**src/common/pong_pkg.sv**
```systemverilog
`default_nettype none

package pong_pkg;

	typedef logic [8:0] coord_x_t;
	typedef logic [7:0] coord_y_t;
	typedef logic [2:0] colour_t;
	typedef logic [19:0] period_t;
	typedef logic [31:0] wb_data_t;
	typedef logic [1:0] wb_addr_t;

	// screen and object geometry
	localparam int SCREEN_W = 320;
	localparam int SCREEN_H = 240;
	localparam int Y_MARGIN = 20;
	localparam int PADDLE_W = 5;
	localparam int PADDLE_H = 40;
	localparam int PADDLE1_X = 2;
	localparam int PADDLE2_X = SCREEN_W - PADDLE_W;
	localparam int BALL_SIZE = 4;
	localparam int PADDLE_STEP = 3;
	localparam int BALL_STEP = 2;
	localparam int PADDLE_Y_MIN = Y_MARGIN;
	localparam int PADDLE_Y_MAX = SCREEN_H - 1 - PADDLE_H - Y_MARGIN;
	localparam int PADDLE_Y0 = (PADDLE_Y_MIN + PADDLE_Y_MAX) / 2;
	localparam int BALL_Y_MAX = SCREEN_H - 1 - BALL_SIZE - Y_MARGIN;
	localparam int BALL_X0 = (SCREEN_W - BALL_SIZE) / 2;
	localparam int BALL_Y0 = (SCREEN_H - BALL_SIZE) / 2;
	// ball x positions touching the paddle faces
	localparam int BALL_X_MIN = PADDLE1_X + PADDLE_W;
	localparam int BALL_X_MAX = PADDLE2_X - BALL_SIZE;

	localparam int FRAME_PERIOD_RESET = 833333;
	localparam int DRAW_COLOUR_RESET = 7;

	// register map, word addresses
	localparam wb_addr_t REG_CTRL = 2'd0;
	localparam wb_addr_t REG_COLOUR = 2'd1;
	localparam wb_addr_t REG_PERIOD = 2'd2;

	typedef struct packed {
		logic cyc;
		logic stb;
		logic we;
		wb_addr_t adr;
		wb_data_t dat_w;
	} wb_req_t;

	typedef struct packed {
		logic ack;
		wb_data_t dat_r;
	} wb_rsp_t;

	typedef struct packed {
		logic up;
		logic down;
	} paddle_btn_t;

	typedef struct packed {
		coord_x_t x;
		coord_y_t y;
		colour_t colour;
		logic plot;
	} pixel_t;

	typedef enum logic [3:0] {
		IDLE,
		CLR_P1_START,
		CLR_P1_RUN,
		DRW_P1_START,
		DRW_P1_RUN,
		CLR_P2_START,
		CLR_P2_RUN,
		DRW_P2_START,
		DRW_P2_RUN,
		CLR_BALL_START,
		CLR_BALL_RUN,
		DRW_BALL_START,
		DRW_BALL_RUN
	} render_state_t;

endpackage

`default_nettype wire

```
**src/game/ball_motion.sv**
```systemverilog
`timescale 1ns/1ps
`default_nettype none

module ball_motion (
	input logic clk,
	input logic resetn,
	input logic frame_start,
	input pong_pkg::coord_y_t paddle1_y,
	input pong_pkg::coord_y_t paddle2_y,
	output pong_pkg::coord_x_t ball_x,
	output pong_pkg::coord_y_t ball_y,
	output pong_pkg::coord_x_t old_ball_x,
	output pong_pkg::coord_y_t old_ball_y,
	output logic lhs_scored,
	output logic rhs_scored,
	output logic wall_hit
);

	// direction bits, 1 is toward positive x or y
	logic dir_x;
	logic dir_y;
	logic y_bounce;
	logic x_reach;
	logic overlap;
	logic miss;
	pong_pkg::coord_y_t face_paddle_y;
	pong_pkg::coord_x_t next_x;
	pong_pkg::coord_y_t next_y;

	always_comb begin
		if (dir_y)
			y_bounce = ball_y >= pong_pkg::BALL_Y_MAX - pong_pkg::BALL_STEP;
		else
			y_bounce = ball_y <= pong_pkg::Y_MARGIN + pong_pkg::BALL_STEP;

		if (dir_x)
			x_reach = ball_x >= pong_pkg::BALL_X_MAX - pong_pkg::BALL_STEP;
		else
			x_reach = ball_x <= pong_pkg::BALL_X_MIN + pong_pkg::BALL_STEP;

		// paddle on the side the ball is heading to
		face_paddle_y = dir_x ? paddle2_y : paddle1_y;
		overlap = (ball_y + pong_pkg::BALL_SIZE > face_paddle_y) &&
			(face_paddle_y + pong_pkg::PADDLE_H > ball_y);
		miss = x_reach && !overlap;

		if (y_bounce)
			next_y = pong_pkg::coord_y_t'(dir_y ? pong_pkg::BALL_Y_MAX : pong_pkg::Y_MARGIN);
		else if (dir_y)
			next_y = pong_pkg::coord_y_t'(ball_y + pong_pkg::BALL_STEP);
		else
			next_y = pong_pkg::coord_y_t'(ball_y - pong_pkg::BALL_STEP);

		if (!x_reach) begin
			if (dir_x)
				next_x = pong_pkg::coord_x_t'(ball_x + pong_pkg::BALL_STEP);
			else
				next_x = pong_pkg::coord_x_t'(ball_x - pong_pkg::BALL_STEP);
		end else if (overlap) begin
			next_x = pong_pkg::coord_x_t'(dir_x ? pong_pkg::BALL_X_MAX : pong_pkg::BALL_X_MIN);
		end else begin
			next_x = pong_pkg::coord_x_t'(pong_pkg::BALL_X0);
			next_y = pong_pkg::coord_y_t'(pong_pkg::BALL_Y0);
		end
	end

	always_ff @(posedge clk) begin
		if (!resetn) begin
			ball_x <= pong_pkg::coord_x_t'(pong_pkg::BALL_X0);
			ball_y <= pong_pkg::coord_y_t'(pong_pkg::BALL_Y0);
			old_ball_x <= pong_pkg::coord_x_t'(pong_pkg::BALL_X0);
			old_ball_y <= pong_pkg::coord_y_t'(pong_pkg::BALL_Y0);
			dir_x <= 1'b1;
			dir_y <= 1'b1;
			lhs_scored <= 1'b0;
			rhs_scored <= 1'b0;
			wall_hit <= 1'b0;
		end else begin
			lhs_scored <= 1'b0;
			rhs_scored <= 1'b0;
			wall_hit <= 1'b0;
			if (frame_start) begin
				old_ball_x <= ball_x;
				old_ball_y <= ball_y;
				ball_x <= next_x;
				ball_y <= next_y;
				dir_x <= dir_x ^ x_reach;
				dir_y <= dir_y ^ y_bounce;
				wall_hit <= y_bounce;
				// a miss on the right side is a point for the left player
				lhs_scored <= miss && dir_x;
				rhs_scored <= miss && !dir_x;
			end
		end
	end

endmodule

`default_nettype wire

```
**src/game/paddle_motion.sv**
```systemverilog
`timescale 1ns/1ps
`default_nettype none

module paddle_motion (
	input logic clk,
	input logic resetn,
	input logic frame_start,
	input pong_pkg::paddle_btn_t buttons,
	output pong_pkg::coord_y_t paddle_y,
	output pong_pkg::coord_y_t old_paddle_y
);

	pong_pkg::coord_y_t next_y;

	always_comb begin
		next_y = paddle_y;
		if (buttons.up && !buttons.down) begin
			if (paddle_y <= pong_pkg::PADDLE_Y_MIN + pong_pkg::PADDLE_STEP)
				next_y = pong_pkg::coord_y_t'(pong_pkg::PADDLE_Y_MIN);
			else
				next_y = pong_pkg::coord_y_t'(paddle_y - pong_pkg::PADDLE_STEP);
		end else if (buttons.down && !buttons.up) begin
			if (paddle_y >= pong_pkg::PADDLE_Y_MAX - pong_pkg::PADDLE_STEP)
				next_y = pong_pkg::coord_y_t'(pong_pkg::PADDLE_Y_MAX);
			else
				next_y = pong_pkg::coord_y_t'(paddle_y + pong_pkg::PADDLE_STEP);
		end
	end

	always_ff @(posedge clk) begin
		if (!resetn) begin
			paddle_y <= pong_pkg::coord_y_t'(pong_pkg::PADDLE_Y0);
			old_paddle_y <= pong_pkg::coord_y_t'(pong_pkg::PADDLE_Y0);
		end else if (frame_start) begin
			// old position is what the clear phase erases
			old_paddle_y <= paddle_y;
			paddle_y <= next_y;
		end
	end

endmodule

`default_nettype wire

```
**src/logic/frame_timer.sv**
```systemverilog
`timescale 1ns/1ps
`default_nettype none

module frame_timer (
	input logic clk,
	input logic resetn,
	input logic game_enable,
	input pong_pkg::period_t frame_period,
	output logic frame_tick
);

	pong_pkg::period_t count;

	always_ff @(posedge clk) begin
		if (!resetn) begin
			count <= pong_pkg::period_t'(pong_pkg::FRAME_PERIOD_RESET - 1);
			frame_tick <= 1'b0;
		end else if (!game_enable) begin
			// parked at the top of the period until enabled
			count <= frame_period - 1'b1;
			frame_tick <= 1'b0;
		end else if (count == '0) begin
			count <= frame_period - 1'b1;
			frame_tick <= 1'b1;
		end else begin
			count <= count - 1'b1;
			frame_tick <= 1'b0;
		end
	end

endmodule

`default_nettype wire

```
**src/logic/game_regs.sv**
```systemverilog
`timescale 1ns/1ps
`default_nettype none

module game_regs (
	input logic clk,
	input logic resetn,
	input pong_pkg::wb_req_t bus_req,
	output pong_pkg::wb_rsp_t bus_rsp,
	output logic game_enable,
	output pong_pkg::colour_t draw_colour,
	output pong_pkg::period_t frame_period
);

	logic ack;
	logic req;
	pong_pkg::wb_data_t rd_data;

	// new request, not the tail of the one being acked
	assign req = bus_req.cyc && bus_req.stb && !ack;

	always_ff @(posedge clk) begin
		if (!resetn) begin
			ack <= 1'b0;
			game_enable <= 1'b0;
			draw_colour <= pong_pkg::colour_t'(pong_pkg::DRAW_COLOUR_RESET);
			frame_period <= pong_pkg::period_t'(pong_pkg::FRAME_PERIOD_RESET);
		end else begin
			ack <= req;
			if (req && bus_req.we) begin
				case (bus_req.adr)
					pong_pkg::REG_CTRL: game_enable <= bus_req.dat_w[0];
					pong_pkg::REG_COLOUR: draw_colour <= bus_req.dat_w[2:0];
					pong_pkg::REG_PERIOD: frame_period <= bus_req.dat_w[19:0];
					default: ;
				endcase
			end
		end
	end

	// read mux, address held stable by the master through ack
	always_comb begin
		rd_data = '0;
		case (bus_req.adr)
			pong_pkg::REG_CTRL: rd_data[0] = game_enable;
			pong_pkg::REG_COLOUR: rd_data[2:0] = draw_colour;
			pong_pkg::REG_PERIOD: rd_data[19:0] = frame_period;
			default: rd_data = '0;
		endcase
	end

	assign bus_rsp.ack = ack;
	assign bus_rsp.dat_r = rd_data;

endmodule

`default_nettype wire

```
**src/logic/pong_top.sv**
```systemverilog
`timescale 1ns/1ps
`default_nettype none

module pong_top (
	input logic clk,
	input logic resetn,
	input pong_pkg::wb_req_t bus_req,
	output pong_pkg::wb_rsp_t bus_rsp,
	input pong_pkg::paddle_btn_t player1,
	input pong_pkg::paddle_btn_t player2,
	output pong_pkg::pixel_t pixel,
	output logic lhs_scored,
	output logic rhs_scored,
	output logic wall_hit
);

	logic game_enable;
	pong_pkg::colour_t draw_colour;
	pong_pkg::period_t frame_period;
	logic frame_tick;
	logic frame_start;
	pong_pkg::coord_y_t paddle1_y;
	pong_pkg::coord_y_t old_paddle1_y;
	pong_pkg::coord_y_t paddle2_y;
	pong_pkg::coord_y_t old_paddle2_y;
	pong_pkg::coord_x_t ball_x;
	pong_pkg::coord_x_t old_ball_x;
	pong_pkg::coord_y_t ball_y;
	pong_pkg::coord_y_t old_ball_y;
	logic raster_start;
	logic raster_done;
	pong_pkg::coord_x_t box_x;
	pong_pkg::coord_y_t box_y;
	pong_pkg::coord_x_t box_w;
	pong_pkg::coord_y_t box_h;
	pong_pkg::colour_t box_colour;

	game_regs game_regs_inst (
		.clk, .resetn, .bus_req, .bus_rsp,
		.game_enable, .draw_colour, .frame_period
	);

	frame_timer frame_timer_inst (
		.clk, .resetn, .game_enable, .frame_period, .frame_tick
	);

	paddle_motion paddle1_inst (
		.clk, .resetn, .frame_start,
		.buttons(player1),
		.paddle_y(paddle1_y),
		.old_paddle_y(old_paddle1_y)
	);

	paddle_motion paddle2_inst (
		.clk, .resetn, .frame_start,
		.buttons(player2),
		.paddle_y(paddle2_y),
		.old_paddle_y(old_paddle2_y)
	);

	// sees the paddle positions from before this frame's update
	ball_motion ball_motion_inst (
		.clk, .resetn, .frame_start, .paddle1_y, .paddle2_y,
		.ball_x, .ball_y, .old_ball_x, .old_ball_y,
		.lhs_scored, .rhs_scored, .wall_hit
	);

	render_sequencer render_sequencer_inst (
		.clk, .resetn, .frame_tick, .draw_colour,
		.paddle1_y, .old_paddle1_y, .paddle2_y, .old_paddle2_y,
		.ball_x, .old_ball_x, .ball_y, .old_ball_y,
		.raster_done, .frame_start, .raster_start,
		.box_x, .box_y, .box_w, .box_h, .box_colour
	);

	box_raster box_raster_inst (
		.clk, .resetn, .raster_start,
		.box_x, .box_y, .box_w, .box_h, .box_colour,
		.pixel, .raster_done
	);

endmodule

`default_nettype wire

```
**src/render/box_raster.sv**
```systemverilog
`timescale 1ns/1ps
`default_nettype none

module box_raster (
	input logic clk,
	input logic resetn,
	input logic raster_start,
	input pong_pkg::coord_x_t box_x,
	input pong_pkg::coord_y_t box_y,
	input pong_pkg::coord_x_t box_w,
	input pong_pkg::coord_y_t box_h,
	input pong_pkg::colour_t box_colour,
	output pong_pkg::pixel_t pixel,
	output logic raster_done
);

	pong_pkg::coord_x_t org_x;
	pong_pkg::coord_y_t org_y;
	pong_pkg::coord_x_t width;
	pong_pkg::coord_y_t height;
	pong_pkg::colour_t colour;
	pong_pkg::coord_x_t col;
	pong_pkg::coord_y_t row;
	logic busy;
	logic last;

	// box latched once per run
	always_ff @(posedge clk) begin
		if (raster_start) begin
			org_x <= box_x;
			org_y <= box_y;
			width <= box_w;
			height <= box_h;
			colour <= box_colour;
		end
	end

	assign last = (col == width - 1'b1) && (row == height - 1'b1);

	always_ff @(posedge clk) begin
		if (!resetn) begin
			busy <= 1'b0;
			col <= '0;
			row <= '0;
		end else if (raster_start) begin
			busy <= 1'b1;
			col <= '0;
			row <= '0;
		end else if (busy) begin
			if (last) begin
				busy <= 1'b0;
			end else if (col == width - 1'b1) begin
				// end of row, back to the left edge
				col <= '0;
				row <= row + 1'b1;
			end else begin
				col <= col + 1'b1;
			end
		end
	end

	assign pixel.x = org_x + col;
	assign pixel.y = org_y + row;
	assign pixel.colour = colour;
	assign pixel.plot = busy;
	assign raster_done = busy && last;

endmodule

`default_nettype wire

```
**src/render/render_sequencer.sv**
```systemverilog
`timescale 1ns/1ps
`default_nettype none

module render_sequencer (
	input logic clk,
	input logic resetn,
	input logic frame_tick,
	input pong_pkg::colour_t draw_colour,
	input pong_pkg::coord_y_t paddle1_y,
	input pong_pkg::coord_y_t old_paddle1_y,
	input pong_pkg::coord_y_t paddle2_y,
	input pong_pkg::coord_y_t old_paddle2_y,
	input pong_pkg::coord_x_t ball_x,
	input pong_pkg::coord_x_t old_ball_x,
	input pong_pkg::coord_y_t ball_y,
	input pong_pkg::coord_y_t old_ball_y,
	input logic raster_done,
	output logic frame_start,
	output logic raster_start,
	output pong_pkg::coord_x_t box_x,
	output pong_pkg::coord_y_t box_y,
	output pong_pkg::coord_x_t box_w,
	output pong_pkg::coord_y_t box_h,
	output pong_pkg::colour_t box_colour
);

	pong_pkg::render_state_t state;
	pong_pkg::render_state_t next_state;

	always_ff @(posedge clk) begin
		if (!resetn)
			state <= pong_pkg::IDLE;
		else
			state <= next_state;
	end

	// ticks outside idle are dropped
	assign frame_start = (state == pong_pkg::IDLE) && frame_tick;

	always_comb begin
		next_state = state;
		raster_start = 1'b0;
		case (state)
			pong_pkg::IDLE: if (frame_tick) next_state = pong_pkg::CLR_P1_START;
			pong_pkg::CLR_P1_START: begin
				raster_start = 1'b1;
				next_state = pong_pkg::CLR_P1_RUN;
			end
			pong_pkg::CLR_P1_RUN: if (raster_done) next_state = pong_pkg::DRW_P1_START;
			pong_pkg::DRW_P1_START: begin
				raster_start = 1'b1;
				next_state = pong_pkg::DRW_P1_RUN;
			end
			pong_pkg::DRW_P1_RUN: if (raster_done) next_state = pong_pkg::CLR_P2_START;
			pong_pkg::CLR_P2_START: begin
				raster_start = 1'b1;
				next_state = pong_pkg::CLR_P2_RUN;
			end
			pong_pkg::CLR_P2_RUN: if (raster_done) next_state = pong_pkg::DRW_P2_START;
			pong_pkg::DRW_P2_START: begin
				raster_start = 1'b1;
				next_state = pong_pkg::DRW_P2_RUN;
			end
			pong_pkg::DRW_P2_RUN: if (raster_done) next_state = pong_pkg::CLR_BALL_START;
			pong_pkg::CLR_BALL_START: begin
				raster_start = 1'b1;
				next_state = pong_pkg::CLR_BALL_RUN;
			end
			pong_pkg::CLR_BALL_RUN: if (raster_done) next_state = pong_pkg::DRW_BALL_START;
			pong_pkg::DRW_BALL_START: begin
				raster_start = 1'b1;
				next_state = pong_pkg::DRW_BALL_RUN;
			end
			pong_pkg::DRW_BALL_RUN: if (raster_done) next_state = pong_pkg::IDLE;
			default: next_state = pong_pkg::IDLE;
		endcase
	end

	// box of the current phase, sampled by the rasterizer in the start state
	always_comb begin
		box_x = pong_pkg::coord_x_t'(pong_pkg::PADDLE1_X);
		box_y = old_paddle1_y;
		box_w = pong_pkg::coord_x_t'(pong_pkg::PADDLE_W);
		box_h = pong_pkg::coord_y_t'(pong_pkg::PADDLE_H);
		box_colour = '0;
		case (state)
			pong_pkg::DRW_P1_START, pong_pkg::DRW_P1_RUN: begin
				box_y = paddle1_y;
				box_colour = draw_colour;
			end
			pong_pkg::CLR_P2_START, pong_pkg::CLR_P2_RUN: begin
				box_x = pong_pkg::coord_x_t'(pong_pkg::PADDLE2_X);
				box_y = old_paddle2_y;
			end
			pong_pkg::DRW_P2_START, pong_pkg::DRW_P2_RUN: begin
				box_x = pong_pkg::coord_x_t'(pong_pkg::PADDLE2_X);
				box_y = paddle2_y;
				box_colour = draw_colour;
			end
			pong_pkg::CLR_BALL_START, pong_pkg::CLR_BALL_RUN: begin
				box_x = old_ball_x;
				box_y = old_ball_y;
				box_w = pong_pkg::coord_x_t'(pong_pkg::BALL_SIZE);
				box_h = pong_pkg::coord_y_t'(pong_pkg::BALL_SIZE);
			end
			pong_pkg::DRW_BALL_START, pong_pkg::DRW_BALL_RUN: begin
				box_x = ball_x;
				box_y = ball_y;
				box_w = pong_pkg::coord_x_t'(pong_pkg::BALL_SIZE);
				box_h = pong_pkg::coord_y_t'(pong_pkg::BALL_SIZE);
				box_colour = draw_colour;
			end
			default: ;
		endcase
	end

endmodule

`default_nettype wire

```
**config.mk**
```make
export PLATFORM = sky130hd
export DESIGN_NAME = pong_top
export DESIGN_NICKNAME = d
export VERILOG_FILES = /design/src/common/pong_pkg.sv /design/src/game/ball_motion.sv /design/src/game/paddle_motion.sv /design/src/logic/frame_timer.sv /design/src/logic/game_regs.sv /design/src/logic/pong_top.sv /design/src/render/box_raster.sv /design/src/render/render_sequencer.sv
export SDC_FILE = /design/constraint.sdc
export NUM_CORES = 1
export LEC_CHECK = 0
export BUFFER_PORTS_ARGS = -buffer_cell sky130_fd_sc_hd__buf_2
export CAP_MARGIN = 10
export CELL_PAD_IN_SITES_DETAIL_PLACEMENT = 1
export CELL_PAD_IN_SITES_GLOBAL_PLACEMENT = 1
export CORE_UTILIZATION = 30
export DETAILED_ROUTE_END_ITERATION = 16
export PLACE_DENSITY_LB_ADDON = 0.05
export SLEW_MARGIN = 40
export SYNTH_ARGS = -nofsm -noshare
export SYNTH_HDL_FRONTEND = slang
export SYNTH_SLANG_ARGS = --single-unit
```
**constraint.sdc**
```tcl
create_clock -name clk -period 4.1 [get_ports clk]
set_input_delay 0.205 -clock clk [delete_from_list [all_inputs] [get_ports clk]]
set_output_delay 0.205 -clock clk [all_outputs]
set_load 0.02 [all_outputs]
```
==> impl_summary.log, run 1 <==
INFO  metric skew = 0.01551 ns
INFO  metric buffer_depth_of_the_longest_clock_path = 2
INFO  metric max_cap_violations = 0
INFO  metric routedWlPerCell = 17.21 um
INFO  metric critical-path-top-cell-by-count = inv_1
INFO  metric static-leakage-power = 4.917 nW
INFO  metric met2_wl_post_dr = 14020 um
INFO  metric syn_inst = 1249
INFO  metric drc = 0
INFO  metric rows = 67
INFO  metric cts.repair.resized = 0
INFO  metric cts-hold-fix-buffers = 15
INFO  metric clock_tree.htree_level_count = 4
INFO  metric area_delta_synth_final = 13.77%
INFO  metric timing.critical_path.max_delay_family = compound AO/OA/AOI/OAI gates
INFO  metric initial_utilization = 0.3063
INFO  metric crit_type = flip-flop to flip-flop
INFO  metric first_drt_pass_iteration_count = 7
INFO  metric peakVddDrop = 0.0002975 V
INFO  metric critical_path.slowest_cell = o31ai_1
INFO  metric highest-signal-layer = met4
INFO  metric ys.warnings.count = 0
INFO  metric met3RoutedLength = 654 um
INFO  metric final_period_minus_worst_setup_slack = 3.431 ns
INFO  metric max_stage_delay = 0.48 ns
INFO  metric synth.cell_area = 10300 um2
INFO  metric grt_usage = 0.1776
INFO  metric hold-path-cell-count = 3
INFO  metric ff2ff_path_depth = 11
INFO  metric met1Wirelength = 15310 um
INFO  metric maximum_frequency_from_static_timing_analysis = 0.2914 GHz
INFO  metric design.final.nets = 1412
INFO  metric crit_path_arrival_time = 3.77 ns
INFO  metric post-cts-setup-buffer-count = 0
INFO  metric number_of_global_route_vias_before_repair = 8997
INFO  metric globalRoute.totalOverflow = 0
INFO  metric sum_of_routed_wire_length_over_all_layers = 30360 um
INFO  metric avgViaCountPerCell = 5.069
INFO  metric fin_tns_setup = 0 ns
INFO  metric worst_min_delay_path_category = primary input to flip-flop
INFO  metric synth_sequential_area_ratio = 0.3344
INFO  metric power = 3.376 mW
INFO  metric power.density_cell_area = 288.2 nW/um2
INFO  metric n_fill_cell = 4002
INFO  metric tritoncts_num_sinks = 161
INFO  metric result_of_the_run = completed
INFO  metric first_pass_grt_wire_length = 49820 um
INFO  metric antenna_found_initial = 0
INFO  metric floorplan.core_area = 33620 um2
INFO  metric ios = 100
INFO  metric min_to = game_regs_inst.frame_period[6]
INFO  metric regToRegSetupSlack = 0.67 ns
INFO  metric rr_startpoint = ball_motion_inst.dir_x
INFO  metric postSynth.topFlopCell = dfxtp_1
INFO  metric hpwl = 22160 um
INFO  metric via_count = 8941
INFO  metric placed_cell_area = 10980 um2
INFO  metric worstPathMaxFanout = 13
INFO  metric total_die_area = 35060 um2
INFO  metric syn_avg_cell_area = 8.243 um2
INFO  metric setup_repair_after_global_routing_missed_its_margin = false
INFO  metric detail-route-antenna-nets = 0
INFO  metric num_antenna_cells = 0
INFO  metric die_w = 187.3 um
INFO  metric clock-root-buffer = clkbuf_16
INFO  metric worstPathRequired = 4.44 ns
INFO  metric pin_count_of_the_biggest_net_entering_global_routing = 81
INFO  metric final-max-slew-violation-count = 0
INFO  metric setup-violations-final = 0
INFO  metric cp_cell_sequence = buf_4, inv_1, a21boi_0, inv_1, ha_1, nor2b_1, o211ai_1, a21oi_1, o31ai_1, a31oi_2, a32o_1
INFO  metric slew_margin_rel = 0.4579
INFO  metric worstPathBufferInverterCount = 3
INFO  metric place.port_buffers = 75
INFO  metric cp-end-kind = flip-flop
INFO  metric tritoncts = done
INFO  metric numCtsBuffers = 17
INFO  metric final_estimated_routing_congestion_in_global_placement = 0.7710
INFO  metric hold_viol = 0
INFO  metric synth_seq_cells = 161
INFO  metric reg2reg_to = ball_motion_inst.ball_y[7]
INFO  metric fin_area = 11710 um2
INFO  metric netlist-cell-type-count = 91
INFO  metric floorplan.die.height = 187.3 um
INFO  metric synth_enable_flop_cells = 22
INFO  metric clkSlewWorstSetupHoldPaths = 0.07 ns
INFO  metric insertion_delay = 0.45 ns
INFO  metric ratio_of_cells_with_drive_above_1_in_the_final_layout = 0.1223
INFO  metric hold_path.startpoint = bus_req[6]
INFO  metric worst_slew_pin_slew = 0.8131 ns
INFO  metric post_route_fraction_of_the_period_consumed_by_the_critical_path = 0.8369
INFO  metric worst_setup_path_start_kind = flip-flop
INFO  metric drt_first_iter_violations = 371
INFO  metric synth-async-reset-ratio = 0
how the worst max path moves through the flow:
stage | start | end | slack [ns] | cells past startpoint
finish | ball_motion_inst.dir_x | ball_motion_inst.ball_y[7] | 0.67 | 11
global route | ball_motion_inst.dir_x | ball_motion_inst.ball_y[7] | 0.36 | 11
CTS | ball_motion_inst.dir_x | ball_motion_inst.ball_y[7] | 0.64 | 11
detailed placement | ball_motion_inst.dir_x | ball_motion_inst.ball_y[7] | 0.64 | 11
global placement | ball_motion_inst.dir_x | ball_motion_inst.ball_y[7] | 0.71 | 11
floorplan | ball_motion_inst.dir_x | ball_motion_inst.ball_y[0] | 1.21 | 14
state kept, by name, indices dropped and copies added, names as in the netlist, 2 cells and up:
signal and cells:
ball_motion_inst.ball_y 8, paddle2_inst.old_paddle_y 8, box_raster_inst.org_x 9, paddle1_inst.paddle_y 8
game_regs_inst.draw_colour 3, game_regs_inst.frame_period 20, box_raster_inst.height 2, ball_motion_inst.old_ball_y 8
box_raster_inst.colour 3, box_raster_inst.row 8, box_raster_inst.col 9, ball_motion_inst.ball_x 9
box_raster_inst.org_y 8, render_sequencer_inst.state 4, frame_timer_inst.count 20, paddle1_inst.old_paddle_y 8
ball_motion_inst.old_ball_x 9, paddle2_inst.paddle_y 8
power breakdown:
part / switching (mW) / internal (mW)
Sequential: 0.0104 / 1.60
Combinational: 0.0904 / 0.0556
Clock: 0.764 / 0.855
layout make-up:
class,instances,area (um2),share of cell area
clock inverter,15,147.6,0.01260
timing repair buffer,106,651.9,0.05565
tap,448,560.5,0.04785
multi-input combinational,958,6264,0.5347
clock buffer,17,425.4,0.03632
inverter,59,221.5,0.01891
sequential,161,3443,0.2940
cell usage after synthesis (all sizes together), types with 4 or more instances:
cell type    n  share of area
edfxtp      22          0.064
xor2        38          0.032
xnor2       50          0.043
nor4        14         0.0097
a31oi        6         0.0043
a22oi       16          0.012
a221oi       7         0.0060
nand4       15         0.0091
nand2      197          0.072
o21ai       55          0.027
a21oi       45          0.023
o211ai      19          0.014
or4          6         0.0055
nor2b       12         0.0073
o21a         7         0.0051
and3        12         0.0075
a222oi      11          0.011
a21o        17          0.012
nor3        25          0.014
nand3b       7         0.0051
or3          8         0.0049
buf         27          0.020
ha          62          0.075
o22ai        6         0.0036
nand3       47          0.023
nor2        94          0.036
a22o         8         0.0068
or2          7         0.0043
o211a        7         0.0068
maj3         5         0.0049
o31ai        4         0.0029
inv         59          0.022
clkbuf      54          0.021
dfxtp      139           0.27
nand2b       8         0.0049
a211oi      12          0.010
nor3b        6         0.0044
a21boi      27          0.020
and2        33          0.020
mux2i        7         0.0068
fa           4         0.0078
per-stage QoR:
| stage | utilization | std cells | worst slack, ns | hold slack, ns |
|---|---|---|---|---|
| after floorplan | - | 1260 | 1.213 | 0.3291 |
| after global routing | 0.3485 | 1764 | 0.3616 | 0.005207 |
| final | 0.3485 | 1764 | 0.6688 | 0.01679 |
| after global placement | 0.3263 | 1717 | 0.7117 | 0.4167 |
| after detailed placement | 0.3266 | 1717 | 0.6384 | 0.4203 |
| after CTS | 0.3482 | 1764 | 0.6386 | 0.00005385 |
worst register-to-register path, delay by kind of cell, from the launching register on:
| kind | cells | cell delay [ns] |
|---|---|---|
| AO/OA/AOI/OAI | 6 | 1.85 |
| adder cells (fa/ha/maj) | 1 | 0.32 |
| buffers and inverters | 3 | 0.54 |
| flip-flops | 1 | 0.47 |
| AND/OR/NAND/NOR | 1 | 0.15 |
cells in the final DEF, fill, tap and decap left out, drive strengths merged, types with 7 or more instances in the layout:
master	instances
a211oi	12
a21boi	27
a21o	17
a21oi	45
a221oi	7
a222oi	11
a22o	8
a22oi	16
and2	33
and3	12
buf	91
clkbuf	17
conb	12
dfxtp	139
dlygate4sd3	15
edfxtp	22
ha	62
inv	67
mux2i	7
nand2	197
nand2b	8
nand3	47
nand3b	7
nand4	15
nor2	94
nor2b	12
nor3	25
nor4	14
o211a	7
o211ai	19
o21a	7
o21ai	55
or2	7
or3	8
xnor2	50
xor2	38
cells by family after synthesis:
kind of cell             count (synthesis)  synth area share
AO/OA/AOI/OAI                          277            0.1915
XOR/XNOR                                88           0.07486
flip-flops                             161            0.3344
other                                    1         0.0003642
adder cells (fa/ha/maj)                 71           0.08798
multiplexers                             8          0.007899
buffers and inverters                  141           0.06319
AND/OR/NAND/NOR                        502            0.2398
routing by layer:
metal  track usage  vias up
met5             0        -
met4       0.04666        0
met3       0.02833       25
met2        0.2892       81
met1        0.2423     4344
li1              -     4491
Power figures use the tool's default switching activity.
==> inputs of run 2 (changes only) <==
==> constraint.sdc (replaced) <==
create_clock -name clk -period 3.3 [get_ports clk]
set_input_delay 0.165 -clock clk [delete_from_list [all_inputs] [get_ports clk]]
set_output_delay 0.165 -clock clk [all_outputs]
set_load 0.02 [all_outputs]
==> run 2 against run 1 <==
Final area increased by 2.4%; hold slack improved by 0.076 ns; core utilization increased by 0.83 points; non-clock buffer count increased by 32; register-to-register slack worse by 0.45 ns; critical endpoint unchanged; largest power group unchanged; highest routed layer unchanged.
==> impl_summary.log, run 2 (same netlist as run 1, synthesis figures left out) <==
INFO  metric cp_cell_sequence = mux2i_2, inv_1, ha_1, inv_1, a21oi_1, xnor2_1, ha_1, o21ai_0, nor2_1, or4bb_1, a211oi_2, a31oi_4, a32o_1
INFO  metric grt_usage = 0.1831 (+0.005568)
INFO  metric p_int = 3.238 mW (+29%)
INFO  metric crit_path_arrival_time = 3.42 ns (-0.35 ns)
INFO  metric final-max-slew-violation-count = 0 (unchanged)
INFO  metric insertion_delay = 0.44 ns (about the same)
INFO  metric pre_cts_slack = 0.07008 ns (-0.5683 ns)
INFO  metric rr_startpoint = ball_motion_inst.dir_x
INFO  metric worstPathRequired = 3.64 ns (-0.80 ns)
INFO  metric peakVddDrop = 0.0003614 V (+21%)
INFO  metric setup-violations-final = 0 (unchanged)
INFO  metric worst_setup_path_start_kind = flip-flop
INFO  metric first_pass_grt_wire_length = 51120 um (+2.6%)
INFO  metric critical_path.slowest_cell = or4bb_1
INFO  metric maximum_frequency_from_static_timing_analysis = 0.3249 GHz (+11%)
INFO  metric final_estimated_routing_congestion_in_global_placement = 0.7663 (-0.61%)
INFO  metric layout_commonest_cell = nand2_1
INFO  metric power = 4.219 mW (+25%)
INFO  metric setup_repair_after_global_routing_missed_its_margin = false
INFO  metric floorplan.core_area = 33620 um2 (unchanged)
INFO  metric highest_count_cells_in_the_layout_ignoring_fill_and_taps = nand2_1 (197), dfxtp_1 (138), nor2_1 (89)
INFO  metric static-leakage-power = 5.063 nW (+3.0%)
INFO  metric area_delta_synth_final = 16.48%
INFO  metric skew = 0.009300 ns (-0.006210 ns)
INFO  metric crit_path_start = ball_motion_inst.dir_x
INFO  metric hold_path.startpoint = resetn
INFO  metric design.final.nets = 1444 (+2.3%)
INFO  metric result_of_the_run = completed
INFO  metric sum_of_routed_wire_length_over_all_layers = 31330 um (+3.2%)
INFO  metric max_cap_violations = 0 (unchanged)
INFO  metric via_count = 9109 (+1.9%)
INFO  metric top_regs = frame_timer_inst.count: 20 flops, game_regs_inst.frame_period: 20 flops
INFO  metric swShare = 0.2324 (-0.02386)
INFO  metric post-cts-setup-buffer-count = 0 (unchanged)
INFO  metric place.port_buffers = 75 (unchanged)
INFO  metric cp-end-kind = flip-flop
INFO  metric drt_first_iter_violations = 429 (+16%)
INFO  metric globalRoute.totalOverflow = 0 (unchanged)
INFO  metric clock_power_share = 0.481 (about the same)
INFO  metric num_antenna_cells = 0 (unchanged)
INFO  metric antenna_found_initial = 0 (unchanged)
INFO  metric floorplan.die.height = 187.3 um (unchanged)
INFO  metric post_route_fraction_of_the_period_consumed_by_the_critical_path = 0.9328 (+0.09595)
INFO  metric numCtsBuffers = 17 (unchanged)
INFO  metric ios = 100 (unchanged)
INFO  metric clock_tree.htree_level_count = 4 (unchanged)
INFO  metric avgViaCountPerCell = 5.072 (about the same)
INFO  metric detail-route-antenna-nets = 0 (unchanged)
INFO  metric timing.critical_path.max_delay_family = compound AO/OA/AOI/OAI gates
INFO  metric power.share.combinational = 0.045 (+0.002)
INFO  metric pin_count_of_the_biggest_net_entering_global_routing = 90 (+11%)
INFO  metric crit_type = flip-flop to flip-flop
INFO  metric worstPathBufferInverterCount = 2 (-1)
INFO  metric routedWlPerCell = 17.44 um (+1.3%)
INFO  metric hold_ws = 0.09281 ns (+0.07601 ns)
INFO  metric slew_margin_rel = 0.4454 (-0.01258)
INFO  metric power_switching = 0.9803 mW (+13%)
INFO  metric total_die_area = 35060 um2 (unchanged)
INFO  metric fin_tns_setup = 0 ns (unchanged)
INFO  metric tritoncts = done
INFO  metric number_of_global_route_vias_before_repair = 9262 (+2.9%)
INFO  metric timing.final.ws_setup = 0.2217 ns (-0.4471 ns)
INFO  metric die_w = 187.3 um (unchanged)
INFO  metric final_period_minus_worst_setup_slack = 3.078 ns (-0.3529 ns)
INFO  metric power.density_cell_area = 351.8 nW/um2 (+22%)
INFO  metric hpwl = 23200 um (+4.7%)
INFO  metric clock-root-buffer = clkbuf_16
INFO  metric drc = 0 (unchanged)
INFO  metric first_drt_pass_iteration_count = 5 (-2)
INFO  metric buffer_depth_of_the_longest_clock_path = 2 (unchanged)
INFO  metric rows = 67 (unchanged)
INFO  metric worst_min_delay_path_category = primary input to flip-flop
INFO  metric initial_utilization = 0.3063 (unchanged)
INFO  metric ratio_of_cells_with_drive_above_1_in_the_final_layout = 0.1358 (+0.01342)
INFO  metric worstPathMaxFanout = 13 (unchanged)
INFO  metric worst_slew_pin_slew = 0.8302 ns (+0.01716 ns)
INFO  metric p_seq_frac = 0.474 (-0.003)
INFO  metric tritoncts_num_sinks = 161 (unchanged)
INFO  metric max_stage_delay = 0.54 ns (+0.06 ns)
INFO  metric clkSlewWorstSetupHoldPaths = 0.07 ns (about the same)
INFO  metric hold_viol = 0 (unchanged)
INFO  metric n_fill_cell = 4041 (+0.97%)
[run 2: changes by cell type in the layout (fill, tap and decap cells not counted), moves of 3 or more]
| cell | delta |
|---|---|
| buf_4 | +25 |
| dlygate4sd3_1 | +7 |
| inv_6 | -7 |
| clkinv_4 | -4 |
| clkinvlp_4 | +4 |
| clkbuf_1 | +3 |
| clkbuf_8 | +3 |
[run 2: routing by layer]
layer  track usage  routed length, um  vias up
met5             0                  0        -
met4       0.04035                268        0
met3       0.02908                679       17
met2        0.3005              14740       82
met1        0.2511              15640     4465
li1              -                  -     4545
[run 2: what timing repair did]
item / 4_1_cts / 5_1_grt
setup endpoints to repair: 0 / 13
hold buffers: 22 / 0
hold endpoints to repair: 23 / 0
resized for setup: 0 / 5
[run 2: worst register-to-register path, cell delays in order (launching register included)]
cell      delay, ns
dfxtp_2        0.40
mux2i_2        0.28
inv_1          0.07
ha_1           0.19
inv_1          0.08
a21oi_1        0.09
xnor2_1        0.15
ha_1           0.30
o21ai_0        0.07
nor2_1         0.08
or4bb_1        0.54
a211oi_2       0.29
a31oi_4        0.13
a32o_1         0.31
[run 2: worst paths after layout]
kind | end | slack (ns) | cells after the start
setup / recovery | ball_motion_inst.ball_y[7] | 0.22 | 13
hold / removal | ball_motion_inst.ball_x[1] | 0.09 | 2
setup reg to reg | ball_motion_inst.ball_y[7] | 0.22 | 13
hold reg to reg | paddle2_inst.old_paddle_y[3] | 0.47 | 2
[run 2: through the flow]
step,utilization,instance area [um2],std cells
after floorplan,-,10340,1260
after global routing,0.3568,11990,1796
after detailed placement,0.3322,11170,1742
after CTS,0.3562,11970,1796
after global placement,0.3322,11170,1742
final,0.3568,11990,1796
[run 2: cell type report]
| type | count | area [um2] | area share |
|---|---|---|---|
| Clock buffer | 23 | 478.0 | 0.03985 |
| Clock inverter | 9 | 106.4 | 0.008868 |
| Inverter | 59 | 221.5 | 0.01847 |
| Multi-Input combinational cell | 958 | 6264 | 0.5223 |
| Sequential cell | 161 | 3445 | 0.2872 |
| Tap cell | 448 | 560.5 | 0.04674 |
| Timing Repair Buffer | 138 | 918.4 | 0.07658 |
[run 2: power groups by stage]
stage	sequential (mW)	combinational [mW]	clock, mW
6_report	2.00	0.189	2.03
5_1_grt	2.00	0.210	2.17
4_1_cts	2.00	0.194	2.10
3_5_place_dp	2.05	0.173	0
3_3_place_gp	2.05	0.174	0
2_1_floorplan	2.04	0.128	0
==> inputs of run 3 (changes only) <==
--- a/config.mk
+++ b/config.mk
@@ -12,6 +12,7 @@
 export CORE_UTILIZATION = 30
 export DETAILED_ROUTE_END_ITERATION = 16
 export PLACE_DENSITY_LB_ADDON = 0.05
+export SETUP_SLACK_MARGIN = 0.4
 export SLEW_MARGIN = 40
 export SYNTH_ARGS = -nofsm -noshare
 export SYNTH_HDL_FRONTEND = slang
==> run 3 against run 2 <==
Die area is the same; worst setup slack improved by 0.15 ns; wire length rose by 0.87%; register-to-register slack better by 0.15 ns; power hardly changed.
==> impl_summary.log, run 3 (same netlist as run 1, synthesis figures left out) <==
INFO  metric swShare = 0.2325 (about the same)
INFO  metric regToRegSetupSlack = 0.37 ns (+0.15 ns)
INFO  metric crit_path_arrival_time = 3.27 ns (-0.15 ns)
INFO  metric final_period_minus_worst_setup_slack = 2.926 ns (-0.1528 ns)
INFO  metric number_of_cells_after_detailed_placement = 1742 (unchanged)
INFO  metric final-max-slew-violation-count = 0 (unchanged)
INFO  metric die_w = 187.3 um (unchanged)
INFO  metric power.share.combinational = 0.045 (about the same)
INFO  metric hold_ws = 0.1037 ns (+0.01088 ns)
INFO  metric worst_min_delay_path_category = primary input to flip-flop
INFO  metric utilization = 0.3609 (+0.004169)
INFO  metric design.final.nets = 1450 (+0.42%)
INFO  metric worst_setup_path_start_kind = flip-flop
INFO  metric timing.final.ws_setup = 0.3745 ns (+0.1528 ns)
INFO  metric n_fill_cell = 4032 (-0.22%)
INFO  metric maximum_frequency_from_static_timing_analysis = 0.3418 GHz (+5.2%)
INFO  metric ratio_of_cells_with_drive_above_1_in_the_final_layout = 0.1499 (+0.01417)
INFO  metric ios = 100 (unchanged)
INFO  metric number_of_global_route_vias_before_repair = 9322 (+0.65%)
INFO  metric crit_type = flip-flop to flip-flop
INFO  metric avgViaCountPerCell = 5.089 (+0.35%)
INFO  metric max_cap_violations = 0 (unchanged)
INFO  metric insertion_delay = 0.45 ns (about the same)
INFO  metric antenna_found_initial = 0 (unchanged)
INFO  metric pin_count_of_the_biggest_net_entering_global_routing = 90 (unchanged)
INFO  metric fin_tns_setup = 0 ns (unchanged)
INFO  metric power_switching = 0.9806 mW (about the same)
INFO  metric ff2ff_path_depth = 12 (-1)
INFO  metric tritoncts = done
INFO  metric setup-violations-final = 0 (unchanged)
INFO  metric highest_count_cells_in_the_layout_ignoring_fill_and_taps = nand2_1 (197), dfxtp_1 (137), nor2_1 (88)
INFO  metric post_route_fraction_of_the_period_consumed_by_the_critical_path = 0.8865 (-0.04630)
INFO  metric placed_cell_area = 11170 um2 (unchanged)
INFO  metric clock_tree.htree_level_count = 4 (unchanged)
INFO  metric first_drt_pass_iteration_count = 5 (unchanged)
INFO  metric via_count = 9171 (+0.68%)
INFO  metric p_seq_frac = 0.474 (about the same)
INFO  metric cp-end-kind = flip-flop
INFO  metric crit_path_start = ball_motion_inst.dir_x
INFO  metric top_regs = frame_timer_inst.count: 20 flops, game_regs_inst.frame_period: 20 flops
INFO  metric fin_area = 12130 um2 (+1.2%)
INFO  metric grt_usage = 0.1844 (+0.001328)
INFO  metric slew_margin_rel = 0.4314 (-0.01399)
INFO  metric power = 4.218 mW (about the same)
INFO  metric layout_commonest_cell = nand2_1
INFO  metric worstPathMaxFanout = 6 (-7)
INFO  metric buffer_depth_of_the_longest_clock_path = 2 (unchanged)
INFO  metric worst_setup_path_endpoint = ball_motion_inst.ball_y[7]
INFO  metric p_int = 3.237 mW (about the same)
INFO  metric detail-route-antenna-nets = 0 (unchanged)
INFO  metric peakVddDrop = 0.0003618 V (+0.10%)
INFO  metric clock_power_share = 0.481 (about the same)
INFO  metric worst_slew_pin_slew = 0.8512 ns (+0.02095 ns)
INFO  metric result_of_the_run = completed
INFO  metric skew = 0.01041 ns (+0.001112 ns)
INFO  metric first_pass_grt_wire_length = 51430 um (+0.61%)
INFO  metric drt_first_iter_violations = 426 (-0.70%)
INFO  metric pre_cts_slack = 0.07008 ns (unchanged)
INFO  metric routedWlPerCell = 17.54 um (+0.54%)
INFO  metric sum_of_routed_wire_length_over_all_layers = 31600 um (+0.87%)
INFO  metric rows = 67 (unchanged)
INFO  metric num_antenna_cells = 0 (unchanged)
INFO  metric initial_utilization = 0.3063 (unchanged)
INFO  metric floorplan.die.height = 187.3 um (unchanged)
INFO  metric setup_repair_after_global_routing_missed_its_margin = true
INFO  metric place.port_buffers = 75 (unchanged)
INFO  metric worstPathRequired = 3.64 ns (about the same)
INFO  metric clkSlewWorstSetupHoldPaths = 0.07 ns (about the same)
INFO  metric hold_viol = 0 (unchanged)
INFO  metric power.density_cell_area = 347.6 nW/um2 (-1.2%)
INFO  metric static-leakage-power = 5.093 nW (+0.59%)
INFO  metric reg2reg_to = ball_motion_inst.ball_y[7]
INFO  metric tritoncts_num_sinks = 161 (unchanged)
INFO  metric total_die_area = 35060 um2 (unchanged)
INFO  metric clock-root-buffer = clkbuf_16
INFO  metric globalRoute.totalOverflow = 0 (unchanged)
INFO  metric hpwl = 23200 um (unchanged)
INFO  metric area_delta_synth_final = 17.84%
INFO  metric floorplan.core_area = 33620 um2 (unchanged)
INFO  metric instances_no_fill = 1802 (+0.33%)
INFO  metric numCtsBuffers = 17 (unchanged)
INFO  metric final_estimated_routing_congestion_in_global_placement = 0.7663 (unchanged)
INFO  metric rr_startpoint = ball_motion_inst.dir_x
INFO  metric drc = 0 (unchanged)
run 3: changes by cell type in the layout (fill, tap and decap cells not counted), sizes merged:
cell,change
buf,+5
a31oi,+1
run 3: worst min path at each step:
stage                      from                               to  cells after the start  slack (ns)
finish                   resetn       ball_motion_inst.ball_x[1]                      2        0.10
global route             resetn   ball_motion_inst.old_ball_x[7]                      2        0.11
CTS                      resetn       ball_motion_inst.ball_x[1]                      2        0.08
detailed placement   bus_req[9]   game_regs_inst.frame_period[9]                      3        0.38
global placement    bus_req[10]  game_regs_inst.frame_period[10]                      3        0.37
floorplan           bus_req[10]  game_regs_inst.frame_period[10]                      2        0.29
run 3: cell type report:
type | instances | area, um2 | share of cell area
Tap cell | 448 | 560.5 | 0.04620
Sequential cell | 161 | 3448 | 0.2842
Clock inverter | 9 | 106.4 | 0.008766
Multi-Input combinational cell | 959 | 6351 | 0.5235
Clock buffer | 23 | 478.0 | 0.03939
Inverter | 59 | 221.5 | 0.01825
Timing Repair Buffer | 143 | 967.2 | 0.07972
run 3: routing by layer:
layer	share of wire	vias to the layer above	track usage
li1	-	4565	-
met1	0.49	4494	0.2534
met2	0.47	96	0.3024
met3	0.025	16	0.02908
met4	0.0082	0	0.04035
met5	0	-	0
run 3: timing repair:
| action | CTS | global route |
|---|---|---|
| pin swaps | 10 | 7 |
| hold buffers | 22 | 0 |
| gates cloned | 1 | 0 |
| setup endpoints to repair | 16 | 17 |
| resized for setup | 14 | 16 |
| hold endpoints to repair | 23 | 0 |
| setup buffers | 5 | 0 |
run 3: worst max-delay path, stage by stage (launching register included):
cell      delay [ns]
dfxtp_4         0.39
mux2i_2         0.23
inv_1           0.07
ha_2            0.18
inv_2           0.06
xnor2_1         0.11
ha_1            0.27
a211oi_2        0.21
nor2_2          0.06
or4bb_4         0.55
a211oi_4        0.30
a31oi_4         0.11
a32o_1          0.29
run 3: power groups by stage:
stage	clock [mW]	sequential (mW)	combinational (mW)
4_1_cts	2.10	2.00	0.194
5_1_grt	2.17	2.00	0.210
3_5_place_dp	0	2.05	0.173
3_3_place_gp	0	2.05	0.174
6_report	2.03	2.00	0.190
2_1_floorplan	0	2.04	0.128
